`src/rsa_pkg.sv`:
```
// RSA-256 accelerator shared definitions
// Widths, Wishbone register map, stage payloads and FSM encodings
package rsa_pkg;

	localparam int RSA_W = 256;
	localparam int WB_W = 32;
	localparam int WB_AW = 6;
	localparam int CNT_W = 9;

	typedef logic [RSA_W-1:0] rsa_word_t;
	typedef logic [RSA_W:0]   rsa_wide_t;
	typedef logic [CNT_W-1:0] rsa_cnt_t;
	typedef logic [WB_W-1:0]  wb_data_t;
	typedef logic [WB_AW-1:0] wb_addr_t;

	// Word addresses, operands least significant word first
	localparam wb_addr_t ADDR_N      = 6'h00;
	localparam wb_addr_t ADDR_D      = 6'h08;
	localparam wb_addr_t ADDR_A      = 6'h10;
	localparam wb_addr_t ADDR_CTRL   = 6'h18;
	localparam wb_addr_t ADDR_STATUS = 6'h19;
	localparam wb_addr_t ADDR_RES    = 6'h20;

	// Last exponent bit, also the last Montgomery step
	localparam rsa_cnt_t LAST_BIT = rsa_cnt_t'(RSA_W - 1);
	// Step where the doubled base is taken as the result
	localparam rsa_cnt_t PREP_LAST = rsa_cnt_t'(RSA_W);

	typedef struct packed {
		rsa_word_t n;
		rsa_word_t d;
		rsa_word_t a;
	} rsa_job_t;

	// t is the base times 2^256 mod n
	typedef struct packed {
		rsa_word_t n;
		rsa_word_t d;
		rsa_word_t t;
	} rsa_prep_t;

	typedef enum logic [1:0] {
		PREP_IDLE,
		PREP_CALC,
		PREP_HOLD
	} prep_state_t;

	typedef enum logic [1:0] {
		MONT_IDLE,
		MONT_CALC,
		MONT_FIX
	} mont_state_t;

	typedef enum logic [2:0] {
		EXP_IDLE,
		EXP_RUN,
		EXP_WAIT,
		EXP_NEXT,
		EXP_DONE
	} exp_state_t;

endpackage

```
`src/rsa_mod_product.sv`:
```
// RSA preparation stage
// Brings the base into the Montgomery domain by 256 modular doublings
`timescale 1ns/1ns

module rsa_mod_product
	import rsa_pkg::*;
(
	input  logic      i_clk,
	input  logic      i_rst,
	input  rsa_job_t  i_job,
	input  logic      i_job_valid,
	output rsa_prep_t o_prep,
	output logic      o_prep_valid,
	input  logic      i_prep_ready
);

	prep_state_t state;
	rsa_cnt_t    cnt;
	rsa_word_t   term;
	rsa_wide_t   dbl;

	// Term stays below n, so one subtraction is enough
	always_comb begin
		dbl = {term, 1'b0};
		if (dbl >= {1'b0, o_prep.n}) begin
			dbl = dbl - {1'b0, o_prep.n};
		end
	end

	assign o_prep_valid = (state == PREP_HOLD);

	always_ff @(posedge i_clk or posedge i_rst) begin
		if (i_rst) begin
			state <= PREP_IDLE;
			cnt <= '0;
		end else begin
			case (state)
				PREP_IDLE: begin
					cnt <= '0;
					if (i_job_valid) begin
						state <= PREP_CALC;
					end
				end
				PREP_CALC: begin
					cnt <= cnt + 1'b1;
					if (cnt == PREP_LAST) begin
						state <= PREP_HOLD;
					end
				end
				PREP_HOLD: begin
					if (i_prep_ready) begin
						state <= PREP_IDLE;
					end
				end
				default: begin
					state <= PREP_IDLE;
				end
			endcase
		end
	end

	always_ff @(posedge i_clk) begin
		if (state == PREP_IDLE && i_job_valid) begin
			o_prep.n <= i_job.n;
			o_prep.d <= i_job.d;
			term <= i_job.a;
		end else if (state == PREP_CALC) begin
			term <= dbl[RSA_W-1:0];
			// After 256 doublings term holds a * 2^256 mod n
			if (cnt == PREP_LAST) begin
				o_prep.t <= term;
			end
		end
	end

endmodule

```
`config.mk`:
```
export PLATFORM = sky130hd
export DESIGN_NAME = rsa_mod_product
export DESIGN_NICKNAME = d
export VERILOG_FILES = /design/src/rsa_pkg.sv /design/src/rsa_mod_product.sv
export SDC_FILE = /design/constraint.sdc
export NUM_CORES = 2
export LEC_CHECK = 0
export BUFFER_PORTS_ARGS = -buffer_cell sky130_fd_sc_hd__buf_2
export CAP_MARGIN = 25
export CORE_AREA = 2 2 606 608
export DETAILED_ROUTE_END_ITERATION = 7
export DIE_AREA = 0 0 608 610
export GPL_TIMING_DRIVEN = 0
export PLACE_DENSITY = 0.3
export SETUP_SLACK_MARGIN = 0.02
export SYNTH_ARGS = -nofsm -noshare
export SYNTH_HDL_FRONTEND = slang
export SYNTH_SLANG_ARGS = --single-unit
```
`constraint.sdc`:
```
create_clock -name i_clk -period 49.2 [get_ports i_clk]
set_input_delay 9.84 -clock i_clk [delete_from_list [all_inputs] [get_ports i_clk]]
set_output_delay 9.84 -clock i_clk [all_outputs]
set_load 0.005 [all_outputs]
```
**Word-level counts from Yosys, hierarchy flattened**

Index checks and enable logic that the tools add are counted.
W data, S select, Z words.

- $add $sub $neg: 2
- Multipliers: 0
- Divide/modulo/power cells: 0
- Order comparisons: 1
- Equality and inequality tests: 6
- Shift-type cells: 0
- Muxes and demuxes: 8
- Bitwise gates (word level): 1
- Reduce and logical (&&, ||, !) cells: 6

Operators with widths:

| operator | number |
|---|---|
| $mux W256 | 3 |
| $ge A257 B256 Y1 | 1 |
| $sub A256 B256 Y256 | 1 |
| $pmux W9 S2 | 1 |
| $add A9 B1 Y9 const B | 1 |
| $eq A9 B9 Y1 const B | 1 |
| $mux W2 | 3 |
| $pmux W2 S3 | 1 |
| $reduce_and A3 Y1 | 2 |
| $ne A2 B1 Y1 const B | 2 |
| $reduce_bool A2 Y1 | 2 |
| $eq A2 B1 Y1 const B | 1 |
| $eq A2 B2 Y1 const B | 1 |
| $logic_not A2 Y1 | 1 |
| $ne A2 B2 Y1 const B | 1 |
| $logic_and A1 B1 Y1 | 1 |
| $not A1 Y1 | 1 |

- Flip-flop bits (word level): 1035
- Bits in latches: 0
- Memory bits (writable): 0
- ROM bits: 0
- Bits of input ports: 772
- Word-level logic and storage cells: 30
- Memories kept: 0

**Longest topological paths before layout**

- Depth after elaboration: 4
- Gate-level depth with buffers: 19
- Gate-level depth less buffers: 17

**Worst setup path before layout**

No wires, ideal clock.

- Kind: input port to flip-flop
- From: in i_job_valid
- To: reg term[209] (data pin)
- Setup time: 0.849 ns
- Arrival time: 25.261 ns
- Required time: 48.351 ns
- Path slack: 23.090 ns
- Cell stages on the path: 5
- Path through: nand2_1 -> inv_1 -> clkbuf_1 -> clkbuf_1 -> o21ai_0

- Cells in the longest elaborated chain, start to end: 2

RTL lines:

| what | RTL line | text |
|---|---|---|
| start, declared | rsa_mod_product.sv:11 | `input logic i_job_valid,` |
| $logic_and A1 B1 Y1 | rsa_mod_product.sv:63 | `if (state == PREP_IDLE && i_job_valid) begin` |
| $mux W256 | rsa_mod_product.sv:63 |  |
| end signal, assigned | rsa_mod_product.sv:66 | `term <= i_job.a;` |
| end signal, assigned | rsa_mod_product.sv:68 | `term <= dbl[RSA_W-1:0];` |
| end, declared | rsa_mod_product.sv:19 | `rsa_word_t term;` |

No other way between the ends.
A chain may end at the register's enable or synchronous reset.

**Final worst setup path**

- From: in i_job_valid
- To: reg term[241] (data pin)

Same word-level chain as after synthesis.

==> summary.md <==
| Metric | Value |
|---|---|
| Mapped cell area | `55650 um^2` |
| Clock Latency Late Sink | `0.87 ns` |
| Final setup viols | `0` |
| Synth unique cells | `82` |
| Dpl cell area | `between 70000 and 80000 um^2` |
| P per Cell Area | `61.01 nW/um^2` |
| Initial antenna violation count | `approximately 180` |
| Initial core utilization | `between 10% and 20%` |
| First-pass GRT wire length | `498.8 mm` |
| CP Launch Type | `primary input` |
| Root cell of the clock tree | `clkbuf_16` |
| Routed WL per cell | `31.33 um` |
| Crit-path max FO | `11` |
| Hold Vio Cnt, Final | `0` |
| Area occupied by registers | `31020 um^2` |
| Core Rows | `222` |
| DP Wirelength | `approximately 330 mm` |
| Antenna-violating nets left | `0` |
| Core area | `364400 um^2` |
| CP Capture Type | `register` |
| Die Ht | `a little over 600 um` |
| Post_cts resized | `0` |
| DRC | `0` |
| Drt first pass iters | `6` |
| Ys async rst share | `1.063%` |
| Bufs on Longest Clock Path | `4` |
| Mapped Nets | `6453` |
| Share of layout cells above drive strength 1 | `26.61%` |
| Critical path required time | `49.88 ns` |
| H-tree levels | `4` |
| Reg clk slew, reported paths | `about 0.06 ns` |
| Synth warn | `0` |
| Non-filler cells, final | `12190` |
| Fin nets | `roughly 8200` |
| Final Cell Area | `75710 um^2` |
| Multi-input logic area | `22330 um^2` |
| Top FF cell, synth | `edfxtp_1` |
| IO Pins | `1541` |
| F_max | `between 0.08 and 0.09 GHz` |
| Max-cap check violation count | `0` |
| Vias in the first global route | `53420` |
| Vias | `51860` |
| Hold WC Path Type | `reg -> reg` |
| Most frequent cells after synthesis | `edfxtp_1, a21oi_1, nor2_1` |
| Num CTS Buffers | `150` |
| Cell taking the most area after synthesis | `edfxtp_1` |
| Initial DRC count | `3717` |
| Final GP Congestion | `0.8828` |
| All-Layer GR Usage | `approximately a fifth` |
| Post-Route WL | `382.0 mm` |
| Number of flops mapped to enable cells by yosys | `1024` |
| Setup Fix Bufs, Post-CTS | `0` |
| Port Buffers | `1540` |
| Syn_area_per_cell | `10.26 um^2` |
| CTS tree | `built` |
| Pleak | `0.02975 uW` |
| Worst Tran Pin Value | `1.119 ns` |
| CP Class | `in -> reg` |
| Hold_sp | `term[197]` |
| Status | `finished clean` |
| Cts hold-fix bufs | `0` |
| Crit path from | `i_job_valid` |
| Placed cells | `~12000` |
| Sequential area share after synthesis | `between 50% and 60%` |
| Layout Skew | `0.07888 ns` |
| Worst R2R Start | `o_prep[518]` |
| Final worst path period need | `12.32 ns` |
| Fin. max-slew vios | `0` |
| Top-area cell type share of the netlist area | `55.25%` |
| Arr. time, crit path | `~13 ns` |
| Worst R2R Setup Slack | `41.15 ns` |
| Largest net degree at the start of global routing | `55` |
| DIE AREA | `370900 um^2` |
| Die width | `608 um` |
| Area added between synthesis and finish | `36.04%` |
| DR vias/cell | `4.253` |
| Max_slew headroom | `24.88%` |
| GR Overflow Total | `0` |
| Peak supply drop | `0.03215 mV` |
| Crit share post-route | `around a quarter` |
| Gate Count Post-Synth | `roughly 5400` |
| Setup tns final | `0 ns` |
| Unrepaired setup endpoints after global routing | `false` |
| FF+latch count, synth | `1035` |
| FILL cells | `~41000` |
| Most frequent cell after synthesis | `edfxtp_1` |
| Sink Count | `approximately 1000` |
| Top post-synthesis cells by area | `edfxtp_1, a21oi_1, ha_1` |
-- through the flow --
stage          power, uW  worst slack (ns)  util [%]  hold WS (ns)
2_1_floorplan       2619             23.09         -        0.4423
3_3_place_gp        3510             11.40     19.04        0.4649
3_5_place_dp        3526             35.92     19.41        0.4723
4_1_cts             4670             36.87     20.73        0.4864
5_1_grt             4914             36.86     20.76        0.5080
6_report            4619             36.88     20.78        0.4797
-- per-layer routing --
metal	global-route usage (%)	wire (um)	vias to the layer above
li1	-	-	23520
met1	22.24	146400	25870
met2	37.20	201600	1887
met3	4.207	21270	497
met4	5.744	12140	92
met5	0	600	-
-- final timing paths --
check | endpoint | cells past startpoint
min in group asynchronous | cnt[7] | 2
setup reg to reg | term[155] | 19
hold reg to reg | o_prep[197] | 0
hold / removal | o_prep[197] | 0
setup / recovery | term[241] | 8
max in group asynchronous | cnt[5] | 2
-- placed cells by master (no fill, tap or decap), drive strengths merged, types with 7 or more instances in the layout --
master,count
a211oi,17
a21boi,23
a21o,77
a21oi,923
a221oi,14
a22oi,11
a31oi,25
and2,7
and3,21
buf,1679
bufinv,13
clkbuf,371
clkinv,63
clkinvlp,7
dfrtp,11
diode,61
edfxtp,1024
ha,258
inv,367
mux2i,25
nand2,425
nand2b,20
nand3,38
nand4,159
nor2,678
nor2b,10
nor3,78
nor4,35
o211ai,23
o21a,67
o21ai,367
o21bai,94
o221ai,8
o31a,7
o31ai,27
or2,12
or3,7
or4,10
xnor2,163
xor2,86
-- power breakdown --
group | internal [uW] | switching [uW] | total, uW
Clock | 633 | 470 | 1100
Sequential | 1200 | 151 | 1350
Combinational | 715 | 1450 | 2160
-- state kept, by name, indices dropped and copies added, names as in the netlist --
register,flops
cnt,9
o_prep,768
state,2
term,256
-- worst max-delay path, stage by stage --
cell and delay, ns:
buf_2 0.13, nand2_1 0.34, clkbuf_1 0.56, buf_16 0.21, clkbuf_1 0.74, clkbuf_2 0.79
nor2_1 0.20, a21oi_1 0.17
-- cells by family (layout without fill, tap and decap cells) --
logic type / after synthesis / in the layout / synth area share, %
compound gates: 1733 / 1733 / 17.88
xor+xnor: 249 / 249 / 3.919
fa+ha+maj: 259 / 259 / 5.836
buf+inv: 606 / 2500 / 4.200
flops: 1035 / 1035 / 55.75
mux: 28 / 28 / 0.5171
other cells: 0 / 61 / 0
simple gates: 1512 / 1512 / 11.91
-- final cells by class --
class | count | share of cell area (%)
antenna | 61 | 0.2016
buffer | 249 | 1.344
clock buffer | 172 | 5.067
clock inverter | 93 | 1.256
inverter | 357 | 1.770
multi-input combinational | 3781 | 29.49
sequential | 1035 | 40.98
tap | 4816 | 7.959
timing repair buffer | 1629 | 11.93
No activity file was read; power rests on OpenSTA's default activity.
